===== src/verilog/mbus_pkg.sv =====
// Shared types and memory map for the 68000-side bus controller.
// Addresses on the internal bus are word addresses (byte address bits 23:1).
// Byte enables are active high, bit 1 is the upper byte (D15..D8).

package mbus_pkg;

	// ------------------------------------------------------------------------
	// Bus types
	// ------------------------------------------------------------------------

	// Word address, byte address bits 23 down to 1
	typedef logic [22:0] mbus_addr_t;

	// One bus command as issued by a master
	typedef struct packed {
		mbus_addr_t  addr;
		logic [15:0] wdata;
		logic        rnw;
		logic [1:0]  be;
	} mbus_req_t;

	// Decoded target of the current bus address
	typedef enum logic [2:0] {
		TGT_ROM,
		TGT_ROM_NONE,
		TGT_RAM,
		TGT_BANK,
		TGT_CTRL,
		TGT_OPEN
	} mbus_target_e;

	// ------------------------------------------------------------------------
	// Constants
	// ------------------------------------------------------------------------

	// NOP opcode, what an idle 68000 bus floats to after power-up
	localparam logic [15:0] OPEN_BUS_INIT = 16'h4E71;

	// SSF2 style mapper, eight 512 KB windows
	localparam int BANK_BITS  = 5;
	localparam int BANK_COUNT = 8;

	// 64 KB work RAM as 32K words
	localparam int RAM_ADDR_W = 15;

	// Byte address map
	localparam logic [23:0] ROM_WINDOW_END  = 24'h40_0000;
	localparam logic [23:0] CART_SPACE_END  = 24'hA0_0000;
	localparam logic [23:0] Z80_BUSREQ_ADDR = 24'hA1_1100;
	localparam logic [23:0] Z80_RESET_ADDR  = 24'hA1_1200;
	localparam logic [15:0] BANK_PAGE       = 16'hA130;
	localparam logic [2:0]  RAM_SEGMENT     = 3'b111;

endpackage


===== src/verilog/mbus_decode.sv =====
// Address decoder for the 68000 memory map, purely combinational.
// ROM space ends at 400000 or at ROM_SIZE, whichever comes first.
// Only the exact Z80 control addresses decode, no mirrors.

`timescale 1ns/1ps

module mbus_decode import mbus_pkg::*; #(
	parameter int unsigned ROM_SIZE = 32'h0040_0000
) (
	input  mbus_addr_t   bus_addr,
	output mbus_target_e target
);

	logic [23:0] byte_addr;

	assign byte_addr = {bus_addr, 1'b0};

	always_comb begin
		// Cartridge space
		if (byte_addr < ROM_WINDOW_END && 32'(byte_addr) < ROM_SIZE) begin
			target = TGT_ROM;
		end else if (byte_addr < CART_SPACE_END) begin
			target = TGT_ROM_NONE;

		// Z80 bus request and reset
		end else if (byte_addr == Z80_BUSREQ_ADDR || byte_addr == Z80_RESET_ADDR) begin
			target = TGT_CTRL;

		// Mapper registers A13000-A130FF
		end else if (byte_addr[23:8] == BANK_PAGE) begin
			target = TGT_BANK;

		// Work RAM mirrors E00000-FFFFFF
		end else if (byte_addr[23:21] == RAM_SEGMENT) begin
			target = TGT_RAM;
		end else begin
			target = TGT_OPEN;
		end
	end

endmodule


===== config.mk =====
export PLATFORM = sky130hd
export DESIGN_NAME = mbus_decode
export DESIGN_NICKNAME = d
export VERILOG_FILES = /design/src/verilog/mbus_pkg.sv /design/src/verilog/mbus_decode.sv
export SDC_FILE = /design/constraint.sdc
export NUM_CORES = 1
export LEC_CHECK = 0
export BUFFER_PORTS_ARGS = -buffer_cell sky130_fd_sc_hd__buf_4
export CORE_AREA = 2 2 39 41
export DETAILED_ROUTE_END_ITERATION = 7
export DIE_AREA = 0 0 41 43
export GPL_TIMING_DRIVEN = 0
export SLEW_MARGIN = 5
export SYNTH_ARGS = -nofsm -noshare
export SYNTH_HDL_FRONTEND = slang
export SYNTH_SLANG_ARGS = --single-unit

===== constraint.sdc =====
create_clock -name vclk -period 1.5
set_input_delay 0.3 -clock vclk [all_inputs]
set_output_delay 0.3 -clock vclk [all_outputs]
set_load 0.01 [all_outputs]

==> summary.md <==
| Metric | Value |
|---|---|
| Worst hold-check path type | in2out |
| Post-Synthesis Cells | 17 |
| Slew @ Worst Pin | 0.2450 ns |
| Fin worst setup slack | 0.01495 ns |
| Pwr dens | 229.8 mW/mm2 |
| Multi-input logic area | 132.6 um2 |
| Power share of the combinational group | 1.000 |
| # placed instances | 59 |
| Worst setup EP type | output pin |
| Final cell count without fillers | 59 |
| Mapped cell area | 122.6 um2 |
| CP required | 1.20 ns |
| CP arrival | 1.19 ns |
| Total die area | 0.001763 mm2 |
| Post-Route WL | 553 um |
| Met3 GRT Util | 0.01047 |
| # port buffers | 26 |
| Switch share | 0.3222 |
| NetSw | 0.00002659 W |
| Post-DR vias/cell | 4.271 |
| Post-DP HPWL | 489.1 um |
| Antenna violations before repair | 0 |
| Critical Path Fanout Max | 3 |
| Largest net degree at the start of global routing | 6 |
| GRT overflow | 0 |
| Synth top area cells | xor2_1, and4bb_2, nor4_1 |
| Clock buffer count | 0 |
| Num sequential | 0 |
| Postcts setup bufs | 0 |
| CP endpoint | target[1] |
| Synth Area per Inst | 7.213 um2 |
| Area share of the largest cell type after synthesis | 0.1429 |
| Synth cell types | 15 |
| Initial DRT Pass Iterations | 2 |
| Grt peak-use layer | met2 |
| Vias | 252 |
| Met2 usage | 0.1094 |
| Sequential fraction of the synthesis area | 0 |
| Peak VDD IR | 88.46 uV |
| Initial DRC count | 2 |
| Layout fillers | 151 |
| Sequential cell area | 0 um2 |
| Routed WL per cell | 9.373 um |
| Clk pwr share | 0 |
| Die X | 41 um |
| Pins Over Slew Limit | 0 |
| Final core occ | 0.2595 |
| Slew HR | 0.8351 |
| Warning count from the yosys run | 0 |
| Max-cap violations | 0 |
| Peak Freq | 673.4 MHz |
| Synth top cells by count | nor4_1, xor2_1 |
| # DRC | 0 |
| Status | complete, no violations |
| Core area | 0.001384 mm2 |
| Pint | 0.00005593 W |
| Starting Density | 0.08861 |
| Register share of total power | 0 |
| Met1 Usage GRT | 0.09177 |
| Vias in the first global route | 227 |
| Mapped Nets | 40 |
| Place WS | -0.05295 ns |
| Total track usage | 0.06593 |
| Critical path class | in2out |
| Layout overhead on the synthesized area | 192.9% |
| Post-layout nets | 68 |
| CP startpoint kind | input port |
| Min Tclk post-route | 1.485 ns |
| Period Utilization, post-route | 0.9900 |
| Post-DRT Antenna Nets | 0 |
| Worst min-delay path startpoint | bus_addr[12] |
| GPL Wtd Cong | 0.6454 |
| Final Hold Viols | 0 |
| Row count | 14 |
| Post-synth top area cell | xor2_1 |
| RSZ-0062 raised after global routing | yes |
| First-pass GRT wire length | 876 um |
| Pleak | 0.1761 nW |
| Die Ht | 43 um |
| Worst Setup SP | bus_addr[18] |
| I/O Pins | 26 |
| Share of cells above drive strength 1 | 0.6977 |
| Hold_buf cts | 0 |
| Setup violators final | 0 |
| Count of inserted antenna diode cells | 0 |
==> how the worst min path moves through the flow <==
stage,cells after the start,to
after global placement,3,target[2]
after global routing,3,target[2]
after CTS,3,target[2]
after floorplan,2,target[2]
after detailed placement,3,target[2]
final,3,target[2]
==> repair_timing <==
item	in CTS	in global routing
pin swaps	3	1
resized for setup	4	1
endpoints found under the setup margin	2	2
==> placed cells by master (no fill, tap or decap) <==
cell type / synthesis / final
a21oi_1: 1 / 1
a31oi_1: 1 / 1
a32o_2: 0 / 1
and2_1: 1 / 1
and3_1: 1 / 1
and4_4: 1 / 1
and4bb_2: 1 / 1
buf_4: 0 / 23
buf_6: 0 / 3
nand2_1: 1 / 1
nand3_1: 1 / 1
nor2_1: 1 / 1
nor3_1: 1 / 1
nor4_1: 2 / 2
nor4_4: 0 / 1
o21ai_0: 1 / 1
xor2_1: 2 / 2
==> power groups by stage <==
stage | Combinational [W] | Sequential (W) | Clock, W
floorplan | 0.0000170 | 0 | 0
detailed placement | 0.0000774 | 0 | 0
CTS | 0.0000831 | 0 | 0
global placement | 0.0000763 | 0 | 0
global route | 0.0000919 | 0 | 0
finish | 0.0000825 | 0 | 0
==> cell type report <==
class	count	share of cell area
Multi-Input combinational cell	17	0.3693
Timing Repair Buffer	26	0.5749
Tap cell	16	0.05575
==> critical path, stage by stage <==
cell	delay, ns
buf_6	0.09
nor4_4	0.26
and4_4	0.27
a32o_2	0.17
buf_6	0.10
==> metal layers <==
layer,part of all wire,routed length [um],vias up
met4,0,0,0
met3,0.27,152,0
li1,-,-,123
met1,0.40,219,103
met2,0.33,181,26
met5,0,0,-
==> cell families (layout without fill, tap and decap cells) <==
group,Yosys count,in the layout,share of synthesized area
XOR/XNOR,2,2,0.1429
AO/OA/AOI/OAI,4,4,0.2142
AND/OR/NAND/NOR,11,11,0.6427
buffers and inverters,0,26,0
==> per-stage QoR <==
| step | TNS, ns | area [um2] | power (W) | hold WS (ns) |
|---|---|---|---|---|
| 2_1_floorplan | 0 | 122.6 | 0.00001701 | 0.6905 |
| 3_3_place_gp | -0.03201 | 337.8 | 0.00007626 | 0.8924 |
| 3_5_place_dp | -0.06441 | 337.8 | 0.00007738 | 0.8973 |
| 4_1_cts | -0.01052 | 357.8 | 0.00008312 | 0.9004 |
| 5_1_grt | -0.09157 | 359.1 | 0.00009186 | 0.9245 |
| 6_report | 0 | 359.1 | 0.00008252 | 0.9002 |
Note: power is estimated with default switching activity, not from simulation.
