<file path="config.mk">
export PLATFORM = sky130hd
export DESIGN_NAME = rom_mapper
export DESIGN_NICKNAME = d
export VERILOG_FILES = /design/src/verilog/mbus_pkg.sv /design/src/verilog/rom_mapper.sv
export SDC_FILE = /design/constraint.sdc
export NUM_CORES = 1
export LEC_CHECK = 0
export ABC_AREA = 1
export BUFFER_PORTS_ARGS = -buffer_cell sky130_fd_sc_hd__buf_2
export CAP_MARGIN = 20
export CELL_PAD_IN_SITES_DETAIL_PLACEMENT = 1
export CELL_PAD_IN_SITES_GLOBAL_PLACEMENT = 2
export CORE_MARGIN = 4
export CORE_UTILIZATION = 27
export CTS_CLUSTER_DIAMETER = 120
export DETAILED_ROUTE_END_ITERATION = 10
export PLACE_DENSITY = 0.82
export SLEW_MARGIN = 10
export SYNTH_ARGS = -nofsm -noshare
export SYNTH_HDL_FRONTEND = slang
export SYNTH_SLANG_ARGS = --single-unit
</file>
<file path="constraint.sdc">
create_clock -name MCLK -period 1.03 [get_ports MCLK]
set_clock_uncertainty 0.1 [all_clocks]
set_input_delay 0.103 -clock MCLK [delete_from_list [all_inputs] [get_ports MCLK]]
set_output_delay 0.103 -clock MCLK [all_outputs]
set_load 0.02 [all_outputs]
</file>
<file path="src/verilog/mbus_pkg.sv">
// Shared types and memory map for the 68000-side bus controller.
// Addresses on the internal bus are word addresses (byte address bits 23:1).
// Byte enables are active high, bit 1 is the upper byte (D15..D8).

package mbus_pkg;

	// ------------------------------------------------------------------------
	// Bus types
	// ------------------------------------------------------------------------

	// Word address, byte address bits 23 down to 1
	typedef logic [22:0] mbus_addr_t;

	// One bus command as issued by a master
	typedef struct packed {
		mbus_addr_t  addr;
		logic [15:0] wdata;
		logic        rnw;
		logic [1:0]  be;
	} mbus_req_t;

	// Decoded target of the current bus address
	typedef enum logic [2:0] {
		TGT_ROM,
		TGT_ROM_NONE,
		TGT_RAM,
		TGT_BANK,
		TGT_CTRL,
		TGT_OPEN
	} mbus_target_e;

	// ------------------------------------------------------------------------
	// Constants
	// ------------------------------------------------------------------------

	// NOP opcode, what an idle 68000 bus floats to after power-up
	localparam logic [15:0] OPEN_BUS_INIT = 16'h4E71;

	// SSF2 style mapper, eight 512 KB windows
	localparam int BANK_BITS  = 5;
	localparam int BANK_COUNT = 8;

	// 64 KB work RAM as 32K words
	localparam int RAM_ADDR_W = 15;

	// Byte address map
	localparam logic [23:0] ROM_WINDOW_END  = 24'h40_0000;
	localparam logic [23:0] CART_SPACE_END  = 24'hA0_0000;
	localparam logic [23:0] Z80_BUSREQ_ADDR = 24'hA1_1100;
	localparam logic [23:0] Z80_RESET_ADDR  = 24'hA1_1200;
	localparam logic [15:0] BANK_PAGE       = 16'hA130;
	localparam logic [2:0]  RAM_SEGMENT     = 3'b111;

endpackage

</file>
<file path="src/verilog/rom_mapper.sv">
// SSF2 style ROM bank mapper with eight 512 KB windows.
// Register 0 is fixed, a write to it is ignored.
// Banking turns on with the first write to registers 1 to 7 and stays on.

`timescale 1ns/1ps

module rom_mapper import mbus_pkg::*; (
	input  logic        MCLK,
	input  logic        reset,
	input  mbus_addr_t  bus_addr,
	input  logic [15:0] bus_wdata,
	input  logic        bank_we,
	output logic [23:0] rom_addr
);

	logic [BANK_BITS-1:0] bank_reg [BANK_COUNT];
	logic                 bank_mode;
	logic [2:0]           wr_sel;
	logic [2:0]           win_sel;

	// Register select from byte address bits 3:1
	assign wr_sel = bus_addr[2:0];

	// Window select from byte address bits 21:19
	assign win_sel = bus_addr[20:18];

	always_ff @(posedge MCLK) begin
		if (reset) begin
			bank_mode <= 1'b0;
			for (int i = 0; i < BANK_COUNT; i++)
				bank_reg[i] <= BANK_BITS'(i);
		end else if (bank_we && wr_sel != 3'd0) begin
			bank_reg[wr_sel] <= bus_wdata[BANK_BITS-1:0];
			bank_mode        <= 1'b1;
		end
	end

	// Word address out, top bit unused by this map
	always_comb begin
		if (bank_mode)
			rom_addr = {1'b0, bank_reg[win_sel], bus_addr[17:0]};
		else
			rom_addr = {1'b0, bus_addr};
	end

endmodule

</file>
==> results.py <==
metrics = {
    "yosys": {
        "netlist_instances": 239,
        "synth_seq_cells": 41,
        "synth_cell_types": 22,
        "synth.avg_cell_area_um2": 9.036,
        "netlist_area_um2": 2160,
        "ys_warn_count": 0,
        "synth_seq_area_share_pct": 56.55,
    },
    "global_route": {
        "grt_overflow_total": 0,
        "grt_pass1_vias": 1700,
        "antenna_found_initial": 0,
        "grt_max_degree": 18,
        "grt_usage_pct": 11.85,
        "grt_pass1_wl_mm": 8.721,
    },
    "setup_path": {
        "cp_cell_sequence": "nand2_1 > nand3_1 > nand3_1 > nand3_2 > buf_6",
        "reg2regPathDepth": 3,
        "crit_cells": 5,
        "crit_path_end_kind": "output pin",
        "cpLargestDelayFamily": "flip-flops",
        "path_class": "flop to output pin",
        "crit_required_ns": 0.83,
        "cp-start-kind": "flop",
        "cpPeakStageDelay_ns": 0.41,
        "path_buf_inv": 1,
        "reg2reg_slack_ns": 0.22,
        "critical_path.max_fanout": 1,
        "cp_common_cell": "nand3_1",
        "arrival_ns": 1.22,
        "critPathSlowestCell": "edfxtp_1",
    },
    "cells_and_area": {
        "drive_gt1_share_pct": 35.40,
        "diodes": 0,
        "syn_to_final_growth_pct": 23.93,
        "layout_commonest_cell": "nand2_1",
        "largest_reg_flops": 40,
        "num-nets-final": 315,
        "final_cell_mix": "nand2_1 (63), edfxtp_1 (40), nor2_1 (27)",
        "fin_area_um2": 2676,
    },
    "min_path": {
        "whs_path_depth": 2,
        "hp-class": "input pin to flop",
    },
    "timing": {
        "period_share_pct": 138.1,
        "hold_viol": 0,
        "drv_slew": 0,
        "clock.fmax_mhz": 703.2,
        "grt_setup_unrepaired": "yes",
        "final.setup.worst_slack_ns": -0.3922,
        "period_needed_ns": 1.422,
        "tns_ns": -1.844,
        "setup_viol": 5,
    },
    "place": {
        "placed_area_um2": 2436,
        "port_buffers": 23,
        "gp_congestion": 0.8008,
        "dp_slack_ns": -0.1941,
        "dp_hpwl_mm": 4.289,
    },
    "detailed_routing": {
        "drc": 0,
        "first_pass_iters": 4,
        "vias_per_cell": 4.287,
        "avgRoutedWirePerCell_um": 14.20,
        "ant_nets": 0,
        "vias": 1612,
        "first_iter_violations": 75,
        "wl_mm": 5.341,
    },
    "floorplanning": {
        "die_w_um": 97.44,
        "core_area_um2": 7767,
        "dieArea_um2": 9494,
        "rows": 32,
        "io_pins": 66,
        "die_y_um": 97.44,
        "start_util_pct": 27.80,
    },
    "pwr": {
        "vdd_drop_max_mv": 0.4661,
        "power_density_nw_per_um2": 1433,
        "total_power_mw": 3.836,
        "p_leak_nw": 1.185,
    },
    "outcome": {
        "status": "finished with violations",
        "violations": "setup timing",
    },
    "clock_tree": {
        "cts_root_buf": "clkbuf_8",
        "cts_buffers": 5,
        "clk_latency_ns": 0.29,
        "cts_tree": "done",
        "cts_buffer_depth": 2,
        "clkSinkCount": 41,
        "htree_levels": 2,
        "cts_hold_buf": 0,
        "clkTransAtPathRegs_ns": 0.08,
    },
    "job": {
        "drv_cap": 0,
    },
}
-- final timing paths --
path	startpoint	end
max reg2reg	bank_mode	bank_mode
min	bus_wdata[2]	bank_reg[4][2]
max	bank_reg[3][3]	rom_addr[21]
min reg2reg	bank_mode	bank_mode
-- layer usage --
layer,GRT usage [%],up-vias,share of wire (%)
li1,-,806,-
met3,2.800,9,3.0
met4,5.325,0,2.0
met2,19.98,28,50
met1,14.31,769,45
met5,0,-,0
-- cell families (layout without fill, tap and decap cells) --
logic type,count (synthesis),in the layout,synth area share (%)
AO/OA/AOI/OAI,3,3,0.6950
buffers and inverters,56,86,13.96
flip-flops,41,41,56.55
other,1,6,0.1736
AND/OR/NAND/NOR,138,138,28.62
-- stage by stage --
| step | hold WS, ns | cells | util [%] |
|---|---|---|---|
| CTS | 0.01033 | 373 | 33.18 |
| global route | 0.01363 | 376 | 34.46 |
| global placement | 0.1061 | 365 | 31.36 |
| detailed placement | 0.1061 | 365 | 31.36 |
| finish | 0.01759 | 376 | 34.46 |
| floorplan | 0.07207 | 244 | - |
-- worst register-to-register path, delay by kind of cell, from the launching register on --
family,cells,cell delay [ns]
compound gates,1,0.12
buf+inv,2,0.18
flops,1,0.35
-- Yosys cell counts --
master    count  area share, %
a21oi_1       1           0.23
buf_2         2           0.46
buf_4        21            7.3
buf_6         1           0.52
clkbuf_1      1           0.17
conb_1        1           0.17
dfxtp_1       1           0.93
edfxtp_1     40             56
inv_1        21            3.7
inv_2         9            1.6
inv_4         1           0.29
nand2_1      69             12
nand2_2       3           0.87
nand3_1      26            6.0
nand3_2       1           0.46
nand4_1       2           0.58
nand4_2       3            1.7
nor2_1       27            4.7
nor2_2        2           0.58
nor2_4        1           0.52
o21ai_0       2           0.46
or2_1         4            1.2
-- final cells by class --
class,count,area [um^2]
clock buffer,5,68.82
clock inverter,3,46.29
fill,919,5091
inverter,31,118.9
multi-input combinational,147,740.7
sequential,41,1222
tap,102,127.6
timing repair buffer,47,351.6
-- power by group --
part	switching [mW]	internal [mW]
logic	0.332	0.211
registers	0.0419	1.94
clock network	0.588	0.725
total	0.961	2.87
-- repair_timing --
action	CTS	global route
pin swaps	4	15
gates cloned	0	0
buffers inserted	0	3
setup endpoints to repair	5	5
resized for setup	8	21
(Power assumes the default switching activity.)
