File: config.mk
export PLATFORM = sky130hd
export DESIGN_NAME = mbus_arbiter
export DESIGN_NICKNAME = d
export VERILOG_FILES = /design/src/verilog/mbus_pkg.sv /design/src/verilog/mbus_arbiter.sv
export SDC_FILE = /design/constraint.sdc
export NUM_CORES = 1
export LEC_CHECK = 0
export BUFFER_PORTS_ARGS = -buffer_cell sky130_fd_sc_hd__buf_2
export CORE_MARGIN = 2
export CORE_UTILIZATION = 51
export CTS_CLUSTER_DIAMETER = 40
export DETAILED_ROUTE_END_ITERATION = 10
export PLACE_DENSITY_LB_ADDON = 0.1
export SYNTH_ARGS = -nofsm -noshare
export SYNTH_HDL_FRONTEND = slang
export SYNTH_SLANG_ARGS = --single-unit
File: constraint.sdc
create_clock -name MCLK -period 7.9 [get_ports MCLK]
set_input_delay 2.37 -clock MCLK [delete_from_list [all_inputs] [get_ports MCLK]]
set_output_delay 2.37 -clock MCLK [all_outputs]
set_load 0.05 [all_outputs]
File: src/verilog/mbus_pkg.sv
// Shared types and memory map for the 68000-side bus controller.
// Addresses on the internal bus are word addresses (byte address bits 23:1).
// Byte enables are active high, bit 1 is the upper byte (D15..D8).

package mbus_pkg;

	// ------------------------------------------------------------------------
	// Bus types
	// ------------------------------------------------------------------------

	// Word address, byte address bits 23 down to 1
	typedef logic [22:0] mbus_addr_t;

	// One bus command as issued by a master
	typedef struct packed {
		mbus_addr_t  addr;
		logic [15:0] wdata;
		logic        rnw;
		logic [1:0]  be;
	} mbus_req_t;

	// Decoded target of the current bus address
	typedef enum logic [2:0] {
		TGT_ROM,
		TGT_ROM_NONE,
		TGT_RAM,
		TGT_BANK,
		TGT_CTRL,
		TGT_OPEN
	} mbus_target_e;

	// ------------------------------------------------------------------------
	// Constants
	// ------------------------------------------------------------------------

	// NOP opcode, what an idle 68000 bus floats to after power-up
	localparam logic [15:0] OPEN_BUS_INIT = 16'h4E71;

	// SSF2 style mapper, eight 512 KB windows
	localparam int BANK_BITS  = 5;
	localparam int BANK_COUNT = 8;

	// 64 KB work RAM as 32K words
	localparam int RAM_ADDR_W = 15;

	// Byte address map
	localparam logic [23:0] ROM_WINDOW_END  = 24'h40_0000;
	localparam logic [23:0] CART_SPACE_END  = 24'hA0_0000;
	localparam logic [23:0] Z80_BUSREQ_ADDR = 24'hA1_1100;
	localparam logic [23:0] Z80_RESET_ADDR  = 24'hA1_1200;
	localparam logic [15:0] BANK_PAGE       = 16'hA130;
	localparam logic [2:0]  RAM_SEGMENT     = 3'b111;

endpackage

File: src/verilog/mbus_arbiter.sv
// Bus arbiter and access sequencer, one access in flight at a time.
// CPU wins over DMA when both request in idle. DMA accesses are always reads.
// Writes to ROM space are acknowledged without a ROM cycle.
// Only CPU reads of RAM or ROM refresh the open-bus word.

`timescale 1ns/1ps

module mbus_arbiter import mbus_pkg::*; (
	input  logic         MCLK,
	input  logic         reset,

	input  logic         cpu_req,
	input  mbus_req_t    cpu_cmd,
	output logic         cpu_ack,
	output logic [15:0]  cpu_rdata,

	input  logic         dma_req,
	input  mbus_addr_t   dma_addr,
	output logic         dma_ack,
	output logic [15:0]  dma_rdata,

	output logic         rom_req,
	input  logic         rom_ack,
	input  logic [15:0]  rom_data,

	output mbus_addr_t   bus_addr,
	output logic [15:0]  bus_wdata,
	output logic [1:0]   bus_be,
	input  mbus_target_e target,
	output logic         bank_we,
	output logic         ram_we,
	input  logic [15:0]  ram_rdata,
	output logic         ctrl_we,
	input  logic         ctrl_bit
);

	typedef enum logic [2:0] {
		S_IDLE,
		S_SELECT,
		S_RAM,
		S_ROM,
		S_ACK
	} state_e;

	state_e      state;
	mbus_req_t   bus;
	logic        src_dma;
	logic [15:0] open_bus;
	logic [15:0] rd_data;
	logic [15:0] imm_data;
	logic        start;
	logic        wr_slot;
	logic        req_held;

	assign start   = (state == S_IDLE) && (cpu_req || dma_req);
	assign wr_slot = (state == S_SELECT) && !bus.rnw;

	// Request of the master currently owning the bus
	assign req_held = src_dma ? dma_req : cpu_req;

	// ------------------------------------------------------------------------
	// Command capture
	// ------------------------------------------------------------------------

	always_ff @(posedge MCLK) begin
		if (start) begin
			if (cpu_req) begin
				bus <= cpu_cmd;
			end else begin
				bus.addr  <= dma_addr;
				bus.wdata <= '0;
				bus.rnw   <= 1'b1;
				bus.be    <= 2'b11;
			end
		end
	end

	assign bus_addr  = bus.addr;
	assign bus_wdata = bus.wdata;
	assign bus_be    = bus.be;

	// Write strobes, one cycle in SELECT
	assign ram_we  = wr_slot && (target == TGT_RAM);
	assign bank_we = wr_slot && (target == TGT_BANK);
	assign ctrl_we = wr_slot && (target == TGT_CTRL);

	// Data for targets that answer without waiting
	always_comb begin
		case (target)
			TGT_ROM_NONE: imm_data = '0;
			TGT_CTRL:     imm_data = {open_bus[15:9], ctrl_bit, open_bus[7:0]};
			default:      imm_data = open_bus;
		endcase
	end

	// ------------------------------------------------------------------------
	// Sequencer
	// ------------------------------------------------------------------------

	always_ff @(posedge MCLK) begin
		if (reset) begin
			state    <= S_IDLE;
			src_dma  <= 1'b0;
			rom_req  <= 1'b0;
			open_bus <= OPEN_BUS_INIT;
		end else begin
			case (state)
				S_IDLE: begin
					if (start) begin
						src_dma <= !cpu_req;
						state   <= S_SELECT;
					end
				end

				S_SELECT: begin
					if (bus.rnw && target == TGT_RAM) begin
						state <= S_RAM;
					end else if (bus.rnw && target == TGT_ROM) begin
						// Start a ROM cycle by making req differ from ack
						rom_req <= ~rom_ack;
						state   <= S_ROM;
					end else begin
						rd_data <= imm_data;
						state   <= S_ACK;
					end
				end

				// RAM read data arrives one cycle after SELECT
				S_RAM: begin
					rd_data <= ram_rdata;
					if (!src_dma)
						open_bus <= ram_rdata;
					state <= S_ACK;
				end

				S_ROM: begin
					if (rom_req == rom_ack) begin
						rd_data <= rom_data;
						if (!src_dma)
							open_bus <= rom_data;
						state <= S_ACK;
					end
				end

				// Hold ack until the owner drops its request
				S_ACK: begin
					if (!req_held)
						state <= S_IDLE;
				end

				default: state <= S_IDLE;
			endcase
		end
	end

	assign cpu_ack   = (state == S_ACK) && !src_dma;
	assign dma_ack   = (state == S_ACK) && src_dma;
	assign cpu_rdata = rd_data;
	assign dma_rdata = rd_data;

endmodule

==> reports/metrics.yaml <==
outcome: "completed"
hp-class: "reg2reg"
drt_pass1_iterations: 6
r2r_slack_ns: 5.54
tightest_slew_ns: 1.26
rows: 32
grt-ovfl-total: 0
synth_mux_area_share_pct: 6.73
post_dp_cell_area_um2: 4540
postCtsResizedCells: 0
die_w_um: 92.6
regArea_um2: 2160
fill_cells: 660
critical_path.max_fanout: 6
io_pins: 185
setup_slack_ns: 2.46
yosysWarnings: 0
syn-instance-count: 324
synth_top_family_by_area: "buffers and inverters"
clockBufferDepth: 2
rsz0062_at_grt: "no"
synth_xor_xnor_area_share_pct: 0.219
cts_tree: "yes"
synth_area_per_cell_um2: 12.3
cts_buffers: 9
dieArea_um2: 8570
die_h_um: 92.6
setup_viol: 0
root_buffer: "clkbuf_8"
place_hpwl_um: 5810
yosysSeqAreaShare_pct: 54.1
antenna_found_initial: 0
numClockSinks: 79
dp_cells: 538
ant_nets: 0
slew_violations: 0
max_cap_violations: 0
clk_latency_ns: 0.34
yosys.area_share.simple_pct: 12.7
via_per_inst: 5.05
synth_compound_area_share_pct: 13.1
cts-hold-fix-buffers: 0
post_cts_buffers: 0
endpoint_kind: "primary output"
grt_pass1_wl_um: 12400
netlist_area_um2: 4000
crit_required_ns: 5.53
relSlewSlack_pct: 16.0
drcViolationCount: 0
wire_per_inst_um: 14.7
fmax_mhz: 184
core_um2: 7650
yosysUniqueCellTypes: 39
crit_arrival_ns: 3.07
grt_max_degree: 46
totalWireLength_um: 8140
htreeDepth: 3
initial_core_util_pct: 52.3
syn_nets: 430
antenna_cells: 0
final_cells: 554
period_needed_ns: 5.44
first_global_vias: 2642
cp-start-kind: "primary input"
synth_edf_count: 58
synth.ff_latch_count: 79
power-per-cell-area_nw_per_um2: 270
final_cell_area_um2: 4790
synthTopCellsByCount: "buf_4, edfxtp_1, and2_1"
critPathKind: "in2out"
pre_cts_ws_ns: 2.47
min_period_over_period_pct: 68.9
synth.top_cells.by_area: "edfxtp_1, buf_4, dfxtp_1, mux2_2, and2_1"
drt-initial-drc-count: 85
multiInputGateArea_um2: 1330
grt_usage_pct: 18.8
vias: 2796
final_nets: 553
p_leak_nw: 2.05
drive_above_1_share_pct: 54.0
fin_util_pct: 62.6
place.gp.congestion: 0.820
synthDominantCellAreaShare_pct: 43.5
clkTransAtPathRegs_ns: 0.08
numPortBuffers: 184
clock_skew_ns: 0.00841
synth_fa_ha_area_share_pct: 0
synthFlopType: "edfxtp_1"
yosysMostFrequentCell: "buf_4"
yosys.area.top_type: "edfxtp_1"
hold_violations: 0
finalSetupTns_ns: 0
syn2layout_area_growth_pct: 19.7
max-vdd-ir-drop_v: 0.000134
ys_async_sr_fraction_pct: 0
[state kept, by name, summed over array words and instances (netlist names)]
| name | cells |
|---|---|
| rom_req | 1 |
| bus_wdata | 16 |
| cpu_rdata | 16 |
| open_bus | 16 |
| bus_addr | 23 |
| bus_be | 2 |
| state | 3 |
| src_dma | 1 |
| bus | 1 |
[critical path, stage by stage]
cell and delay (ns):
buf_2 0.13, nor2_1 0.14, and3_1 0.17, buf_2 0.26
[metal layers]
metal / global-route usage [%] / share of wire [%]
met5: 0 / 0
met4: 7.34 / 2.0
met3: 4.80 / 8.3
met2: 32.1 / 49
met1: 22.9 / 41
[cell families after synthesis]
kind of cell,after synthesis
AND/OR/NAND/NOR,91
flip-flops,79
buffers and inverters,73
AO/OA/AOI/OAI,56
multiplexers,24
XOR/XNOR,1
[cell type report]
type,instances,area share [%]
multi-input combinational,172,27.7
clock buffer,9,2.59
clock inverter,7,2.51
tap,102,2.67
sequential,79,45.2
timing repair buffer,185,19.4
[power breakdown]
part           internal, mW  switching (mW)  leakage (nW)
Clock                 0.211           0.148         0.120
Sequential            0.523          0.0237         0.723
Combinational        0.0919           0.296          1.21
[worst paths after layout]
path | from | to | cells after the start
worst min-delay path | open_bus[2]$_SDFFE_PP0P_ | open_bus[2]$_SDFFE_PP0P_ | 2
worst max register to register | state[0]$_SDFFE_PP0P_ | bus_addr[19]$_DFFE_PP_ | 2
worst min register to register | open_bus[2]$_SDFFE_PP0P_ | open_bus[2]$_SDFFE_PP0P_ | 2
worst max-delay path | target[0] | ctrl_we | 4
[cell usage in the layout, fill, tap and decap left out, types with 2 or more instances in the layout]
| cell type | Yosys | final |
|---|---|---|
| edfxtp_1 | 58 | 58 |
| a211oi_2 | 10 | 10 |
| o21bai_1 | 8 | 8 |
| nand2_1 | 7 | 7 |
| buf_2 | 6 | 184 |
| bufinv_16 | 0 | 3 |
| clkbuf_8 | 0 | 9 |
| nor2_1 | 26 | 26 |
| a221o_1 | 15 | 15 |
| nand2b_1 | 4 | 4 |
| nor3_1 | 8 | 8 |
| o21a_1 | 3 | 3 |
| and3_1 | 2 | 2 |
| mux2_2 | 23 | 23 |
| a21oi_1 | 3 | 3 |
| dfxtp_1 | 21 | 21 |
| a211oi_1 | 9 | 9 |
| and2_1 | 33 | 33 |
[through the flow]
step / hold WS (ns) / total power [mW]
after CTS: 0.502 / 1.31
final: 0.498 / 1.29
after global placement: 0.482 / 0.945
after detailed placement: 0.489 / 0.949
after floorplan: 0.475 / 0.915
after global routing: 0.526 / 1.35
Power figures use the tool's default switching activity.
