--- src/verilog/mbus_pkg.sv ---
// Shared types and memory map for the 68000-side bus controller.
// Addresses on the internal bus are word addresses (byte address bits 23:1).
// Byte enables are active high, bit 1 is the upper byte (D15..D8).

package mbus_pkg;

	// ------------------------------------------------------------------------
	// Bus types
	// ------------------------------------------------------------------------

	// Word address, byte address bits 23 down to 1
	typedef logic [22:0] mbus_addr_t;

	// One bus command as issued by a master
	typedef struct packed {
		mbus_addr_t  addr;
		logic [15:0] wdata;
		logic        rnw;
		logic [1:0]  be;
	} mbus_req_t;

	// Decoded target of the current bus address
	typedef enum logic [2:0] {
		TGT_ROM,
		TGT_ROM_NONE,
		TGT_RAM,
		TGT_BANK,
		TGT_CTRL,
		TGT_OPEN
	} mbus_target_e;

	// ------------------------------------------------------------------------
	// Constants
	// ------------------------------------------------------------------------

	// NOP opcode, what an idle 68000 bus floats to after power-up
	localparam logic [15:0] OPEN_BUS_INIT = 16'h4E71;

	// SSF2 style mapper, eight 512 KB windows
	localparam int BANK_BITS  = 5;
	localparam int BANK_COUNT = 8;

	// 64 KB work RAM as 32K words
	localparam int RAM_ADDR_W = 15;

	// Byte address map
	localparam logic [23:0] ROM_WINDOW_END  = 24'h40_0000;
	localparam logic [23:0] CART_SPACE_END  = 24'hA0_0000;
	localparam logic [23:0] Z80_BUSREQ_ADDR = 24'hA1_1100;
	localparam logic [23:0] Z80_RESET_ADDR  = 24'hA1_1200;
	localparam logic [15:0] BANK_PAGE       = 16'hA130;
	localparam logic [2:0]  RAM_SEGMENT     = 3'b111;

endpackage

--- src/verilog/z80_ctrl.sv ---
// Z80 bus request (A11100) and reset release (A11200) registers.
// Only writes with the upper byte lane enabled have any effect.
// z80_run low holds the Z80 in reset.

`timescale 1ns/1ps

module z80_ctrl import mbus_pkg::*; (
	input  logic        MCLK,
	input  logic        reset,
	input  mbus_addr_t  bus_addr,
	input  logic [15:0] bus_wdata,
	input  logic [1:0]  bus_be,
	input  logic        ctrl_we,
	input  logic        z80_busak_n,
	output logic        z80_busreq,
	output logic        z80_run,
	output logic        ctrl_bit
);

	logic reset_reg_sel;

	// Byte address bit 9 tells A11200 from A11100
	assign reset_reg_sel = bus_addr[8];

	always_ff @(posedge MCLK) begin
		if (reset) begin
			z80_busreq <= 1'b0;
			z80_run    <= 1'b0;
		end else if (ctrl_we && bus_be[1]) begin
			if (reset_reg_sel)
				z80_run <= bus_wdata[8];
			else
				z80_busreq <= bus_wdata[8];
		end
	end

	// Read-back bit, lands on D8 of the open-bus word
	assign ctrl_bit = reset_reg_sel ? z80_run : z80_busak_n;

endmodule
--- config.mk ---
export PLATFORM = sky130hd
export DESIGN_NAME = z80_ctrl
export DESIGN_NICKNAME = d
export VERILOG_FILES = /design/src/verilog/mbus_pkg.sv /design/src/verilog/z80_ctrl.sv
export SDC_FILE = /design/constraint.sdc
export NUM_CORES = 1
export LEC_CHECK = 0
export ABC_AREA = 1
export ABC_CLOCK_PERIOD_IN_PS = 1500
export BUFFER_PORTS_ARGS = -buffer_cell sky130_fd_sc_hd__clkbuf_2
export CORE_AREA = 3 3 40 42
export CTS_BUF_LIST = sky130_fd_sc_hd__clkbuf_2 sky130_fd_sc_hd__clkbuf_4 sky130_fd_sc_hd__clkbuf_8
export CTS_CLUSTER_DIAMETER = 40
export CTS_CLUSTER_SIZE = 28
export DETAILED_ROUTE_END_ITERATION = 10
export DIE_AREA = 0 0 43 45
export PLACE_DENSITY = 0.58
export REMOVE_ABC_BUFFERS = 1
export SYNTH_ARGS = -nofsm -noshare
export SYNTH_HDL_FRONTEND = slang
export SYNTH_SLANG_ARGS = --single-unit
--- constraint.sdc ---
create_clock -name MCLK -period 1.5 [get_ports MCLK]
set_input_delay 0.225 -clock MCLK [delete_from_list [all_inputs] [get_ports MCLK]]
set_output_delay 0.225 -clock MCLK [all_outputs]
set_load 0.02 [all_outputs]
==> results_dict.tcl, run 1 <==
set metrics [dict create \
    setup-tns-final_ns 0 \
    synth_most_common_cell "nand2_1" \
    synthToLayoutAreaGrowth_pct 81.18 \
    synthArstFlopShare_pct 0 \
    power_per_cell_area_nw_per_um2 1066 \
    hold_path_depth 4 \
    grt_setup_unrepaired "no" \
    cts_hold_buffers 0 \
    first_pass_iters 2 \
    stdcell_count 45 \
    avg_synthesized_cell_area_um2 5.908 \
    netlist.area_leader.share_pct 37.65 \
    timing.critical_path.slowest_stage_cell "dfxtp_1" \
    placed_cell_area_um2 170.2 \
    antenna-diode-count 0 \
    post_route_cells_drive_above_1_share_pct 50.00 \
    detailed_routed_wire_length_on_met2_um 100 \
    wl_met3_um 38 \
    total_routed_wirelength_um 281 \
    hpwl_um 236.4 \
    vdd_ir_drop_max_uv 165.4 \
    synth.ff_latch_count 2 \
    synthCells 18 \
    worst_setup_path_end_kind "output pin" \
    timing.final.crit_share_pct 74.04 \
    place_ws_ns 0.5971 \
    dieWidth_um 43 \
    cp-start-kind "register" \
    crit_chain "inv_2 -> o21ai_1 -> clkbuf_2" \
    detail_route.wl_per_cell_um 6.244 \
    worst_slew_margin_rel_pct 92.31 \
    critical_path.n_buffers_inverters 2 \
    globalplace.congestion 0.6312 \
    tmin_final_ns 1.111 \
    die_h_um 45 \
    cts.sink_count 2 \
    netlist_top_cells_count "nand2_1 (5), nor2_1 (3)" \
    port-buffer-count 9 \
    vias_per_cell 2.933 \
    drc 0 \
    power_frac_comb_pct 15.2 \
    synth_flop_cell "dfxtp_1" \
    synth_edf_count 0 \
    critPathKind "register to output pin" \
    wl_met1_um 142 \
    final_critical_path_setup_slack_ns 0.3894 \
    first_pass_grt_wire_length_um 517 \
    critPathArrivalTime_ns 0.89 \
    power.share.switching_pct 23.23 \
    antenna_found_initial 0 \
    ys_warn_count 0 \
    pwr-share-clk_pct 56.6 \
    ant_nets 0 \
    initialDrtViolationCount 1 \
    synth_top_cell_by_area "dfxtp_1" \
    dieArea_um2 1935 \
    timing.final.max_slew_violations 0 \
    cts_max_path_buffers 2 \
    crit_family "flip-flops" \
    cellInternalPower_w 0.0001577 \
    hold-path-endpoint "z80_run" \
    cts_tree "done" \
    grt_overflow 0 \
    postCtsSetupRepairBufs 0 \
    max_freq_mhz 900.4 \
    clk_pin_slew_worst_paths_ns 0.03 \
    initial_utilization_pct 8.277 \
    synth.area.top_cells "dfxtp_1 (38%), nand2_1 (18%), nor2_1 (11%)" \
    gr-usage-all-layers_pct 4.239 \
    setup_clock_skew_after_layout_ns 0 \
    placed_cells_incl_taps 42 \
    holdCritStartpoint "reset" \
    rows 13 \
    io-pin-count 48 \
    synth-seq-area-share_pct 37.65 \
    worst_r2r_start "z80_run" \
    setup_violations 0 \
    htreeDepth 1 \
    num-nets-final 77 \
    rrSetupSlack_ns 0.88 \
    critPathMaxStageDelay_ns 0.33 \
    numCtsBuffers 3 \
    timing.hold.worst.class "input port to register" \
    worst_slew_pin_slew_ns 0.1149 \
    drv_cap 0 \
    vias_in_the_first_global_route 145 \
    regToRegEndpoint "z80_run" \
    netlist-cell-type-count 8 \
    r2r_cells 4 \
    run_status "complete, no violations" \
    clock_insertion_delay_at_the_later_pin_of_the_skew_report_ns 0.22 \
    via_count 132 \
    power.net_switching_w 0.00004771 \
    cts.repair.resized 0 \
    critical_path_peak_fanout 2 \
    top_layer_used "met3" \
    leakage_power_figure_nw 0.1123 \
    critical_path_required_ns 1.27 \
    syn-cell-area_um2 106.4 \
    hold_viol 0 \
    clock_tree.root_cell "clkbuf_4" \
    grt_start_max_net_pins 4 \
    pwr-share-seq_pct 28.2 \
    design.core.area_um2 1285 \
    finish.instance_area_um2 192.7 \
]
==> cells in the final DEF, fill, tap and decap left out <==
cell type / count
nor2_2: 1
dfxtp_1: 2
inv_2: 2
clkbuf_4: 3
inv_1: 2
nand2_1: 5
o21ai_1: 1
clkbuf_2: 9
nor2_1: 3
nand3_1: 2
==> power groups by stage <==
stage / Clock (W) / Combinational, W / Sequential [W]
detailed placement: 0 / 0.0000318 / 0.0000588
global route: 0.000132 / 0.0000367 / 0.0000583
global placement: 0 / 0.0000318 / 0.0000586
finish: 0.000116 / 0.0000313 / 0.0000580
CTS: 0.000124 / 0.0000319 / 0.0000581
floorplan: 0 / 0.0000132 / 0.0000621
==> cell families (layout without fill, tap and decap cells) <==
family                 Yosys count  after routing  synth area share, %
AOI/OAI and AO/OA                1              1                4.701
buffers and inverters            4             16                14.12
DFF                              2              2                37.65
and+or+nand+nor                 11             11                43.53
==> how the worst max path moves through the flow <==
stage                        from  endpoint  slack [ns]  cells past startpoint
after floorplan           z80_run  ctrl_bit        0.45                      2
after CTS                 z80_run  ctrl_bit        0.36                      3
after global placement    z80_run  ctrl_bit        0.62                      3
after detailed placement  z80_run  ctrl_bit        0.60                      3
final                     z80_run  ctrl_bit        0.39                      3
after global routing      z80_run  ctrl_bit        0.27                      3
==> registers in the layout, indices dropped and copies added, names as in the netlist <==
signal      count
z80_busreq      1
z80_run         1
==> worst register-to-register path: stages (launching register included) <==
cell	delay (ns)
dfxtp_1	0.33
inv_2	0.04
nand2_1	0.06
nand2_1	0.04
nor2_1	0.08
==> through the flow <==
step / utilization (%) / total power [W] / hold slack (ns)
2_1_floorplan: - / 0.00007529 / 0.3599
3_3_place_gp: 13.24 / 0.00009041 / 0.4881
3_5_place_dp: 13.24 / 0.00009055 / 0.4825
4_1_cts: 15.00 / 0.0002141 / 0.2459
5_1_grt: 15.00 / 0.0002274 / 0.2672
6_report: 15.00 / 0.0002054 / 0.2565
==> layout make-up <==
type / count / area (um2)
clock buffer: 3 / 22.52
inverter: 4 / 15.01
sequential: 2 / 40.04
timing repair buffer: 9 / 45.04
tap: 15 / 18.77
multi-input combinational: 12 / 51.30
fill: 153 / 1092
==> layer usage <==
layer  up-vias  global-route usage (%)
li1         78                       -
met1        46                   4.796
met2         8                   3.892
met3         0                   2.390
met4         0                   7.229
met5         -                       0
Power figures use the tool's default switching activity.
==> inputs of run 2 (changes only) <==
Settings changed: ABC_AREA 1 to 0, ABC_CLOCK_PERIOD_IN_PS 1500 to 1150.
Clock period 1.5 ns to 1.15 ns, I/O delays scaled along.
==> results_dict.tcl, run 2 <==
set metrics [dict create \
    cp.depth 2 \
    register_area_um2 41.29 \
    total_routed_wirelength_um 314 \
    critical_path.n_buffers_inverters 1 \
    syn-cell-area_um2 102.6 \
    timing.final.crit_share_pct 97.25 \
    grt_overflow 0 \
    power_per_cell_area_nw_per_um2 1365 \
    first_pass_grt_wire_length_um 462 \
    setup-tns-final_ns 0 \
    cts_max_path_buffers 2 \
    critical_path_required_ns 0.98 \
    synth.ff_latch_count 2 \
    antenna-diode-count 0 \
    port-buffer-count 9 \
    synth-seq-area-share_pct 39.02 \
    rows 13 \
    io-pin-count 48 \
    critPathArrivalTime_ns 0.95 \
    power.net_switching_w 0.00005611 \
    leakage_power_figure_nw 0.09981 \
    hold_path_depth 3 \
    worst_slew_margin_rel_pct 91.42 \
    multiInputGateArea_um2 62.56 \
    vdd_ir_drop_max_uv 178.7 \
    cts_tree "done" \
    num-nets-final 69 \
    cts.sink_count 2 \
    htreeDepth 1 \
    r2r_cells 2 \
    ys_warn_count 0 \
    die_h_um 45 \
    power.share.switching_pct 21.33 \
    hold_slack_ns 0.2337 \
    vias_per_cell 3.135 \
    grt_setup_unrepaired "no" \
    run_status "complete, no violations" \
    synth_edf_count 0 \
    pwr-share-clk_pct 58.3 \
    hold_viol 0 \
    timing.hold.worst.class "input port to register" \
    gr-usage-all-layers_pct 3.990 \
    clk_pin_slew_worst_paths_ns 0.03 \
    first_pass_iters 2 \
    drc 0 \
    design.core.area_um2 1285 \
    via_count 116 \
    setup_violations 0 \
    grt_start_max_net_pins 4 \
    pwr-share-seq_pct 28.2 \
    clock_insertion_delay_at_the_later_pin_of_the_skew_report_ns 0.22 \
    initial_utilization_pct 7.984 \
    netlist.area_leader.share_pct 39.02 \
    ant_nets 0 \
    avg_synthesized_cell_area_um2 10.26 \
    postCtsSetupRepairBufs 0 \
    numCtsBuffers 3 \
    synthCells 10 \
    antenna_found_initial 0 \
    dieArea_um2 1935 \
    dieWidth_um 43 \
    cellInternalPower_w 0.0002069 \
    tmin_final_ns 1.118 \
    netlist-cell-type-count 6 \
    synth_flop_cell "dfxtp_1" \
    detail_route.wl_per_cell_um 8.486 \
    critPathMaxStageDelay_ns 0.31 \
    drv_cap 0 \
    fin_util_pct 15.00 \
    clock_tree.root_cell "clkbuf_4" \
    layout_common_cells "clkbuf_2 (8), nand2b_1 (3), clkbuf_4 (3)" \
    crit_family "flip-flops" \
    worst_slew_pin_slew_ns 0.1251 \
    critPathKind "register to output pin" \
    crit_chain "mux2_2 -> buf_4" \
    synthArstFlopShare_pct 0 \
    timing.critical_path.slowest_stage_cell "dfxtp_2" \
    synth_most_common_cell "nand2b_1" \
    netlist_top_cells_count "nand2b_1 (3), dfxtp_1 (2), mux2i_1 (2)" \
    post_route_cells_drive_above_1_share_pct 63.64 \
    max_freq_mhz 894.2 \
    critical_path_peak_fanout 3 \
    setup_clock_skew_after_layout_ns 0 \
    mostFrequentLayoutCell "clkbuf_2" \
    globalplace.congestion 0.5787 \
    synthToLayoutAreaGrowth_pct 87.81 \
    synth.area.top_cells "dfxtp_1 (39%), mux2i_1 (20%), nand2b_1 (18%)" \
    fillers 153 \
    biggestRegsByFlops "z80_busreq (1), z80_run (1)" \
    synth_top_cell_by_area "dfxtp_1" \
    initialDrtViolationCount 2 \
    timing.final.max_slew_violations 0 \
    cp-start-kind "register" \
    worst_setup_path_end_kind "output pin" \
    power_frac_comb_pct 13.5 \
    vias_in_the_first_global_route 129 \
]
-- run 2: cell count changes after synthesis, sizes merged --
cell / change
nand3: -1
nand3b: +1
mux2i: +2
inv: -4
nand2b: +3
nor2: -4
nand2: -5
o21ai: -1
mux2: +1
-- run 2: metrics by stage --
stage	total power, W	std cells	instance area [um2]	setup slack, ns
2_1_floorplan	0.00009156	10	102.6	0.2786
3_3_place_gp	0.0001087	34	166.4	0.2190
3_5_place_dp	0.0001091	34	166.4	0.2196
4_1_cts	0.0002740	37	188.9	0.01543
5_1_grt	0.0002834	37	192.7	0.0006538
6_report	0.0002630	37	192.7	0.03168
-- run 2: worst reg2reg max path: cells and delay by family, from the launching register on --
kind,cells,cell delay (ns)
AND/OR/NAND/NOR,1,0.06
multiplexers,1,0.13
flip-flops,1,0.33
-- run 2: final cells by class --
| class | count | share of cell area (%) |
|---|---|---|
| Sequential cell | 2 | 21.43 |
| Multi-Input combinational cell | 8 | 32.47 |
| Clock buffer | 3 | 11.69 |
| Timing Repair Buffer | 9 | 24.68 |
| Tap cell | 15 | 9.740 |
-- run 2: worst paths after layout --
| kind | startpoint | endpoint | slack, ns |
|---|---|---|---|
| min reg2reg | z80_busreq | z80_busreq | 0.48 |
| min | bus_wdata[8] | z80_run | 0.23 |
| max reg2reg | z80_run | z80_run | 0.55 |
| max | z80_run | ctrl_bit | 0.03 |
-- run 2: repair_timing --
action                                  CTS  global route
hold buffers                              0             0
endpoints found under the setup margin    0             1
resized for setup                         0             3
-- run 2: power groups by stage --
stage | registers, W | logic (W) | clock network (W)
2_1_floorplan | 0.0000776 | 0.0000139 | 0
3_3_place_gp | 0.0000747 | 0.0000341 | 0
3_5_place_dp | 0.0000748 | 0.0000343 | 0
4_1_cts | 0.0000739 | 0.0000344 | 0.000166
5_1_grt | 0.0000744 | 0.0000380 | 0.000171
6_report | 0.0000742 | 0.0000355 | 0.000153
-- run 2: routing by layer --
layer,vias to the layer above,part of all wire (%),GRT usage (%)
met3,0,8.3,2.390
met2,4,64,6.886
li1,60,-,-
met5,-,0,0
met1,52,27,1.679
met4,0,0,7.229
-- run 2: kinds of logic (layout without fill, tap and decap cells) --
family | count (synthesis) | after routing | share of synthesized area [%]
buffers and inverters | 0 | 12 | 0
flip-flops | 2 | 2 | 39.03
multiplexers | 3 | 3 | 30.49
AND/OR/NAND/NOR | 5 | 5 | 30.49
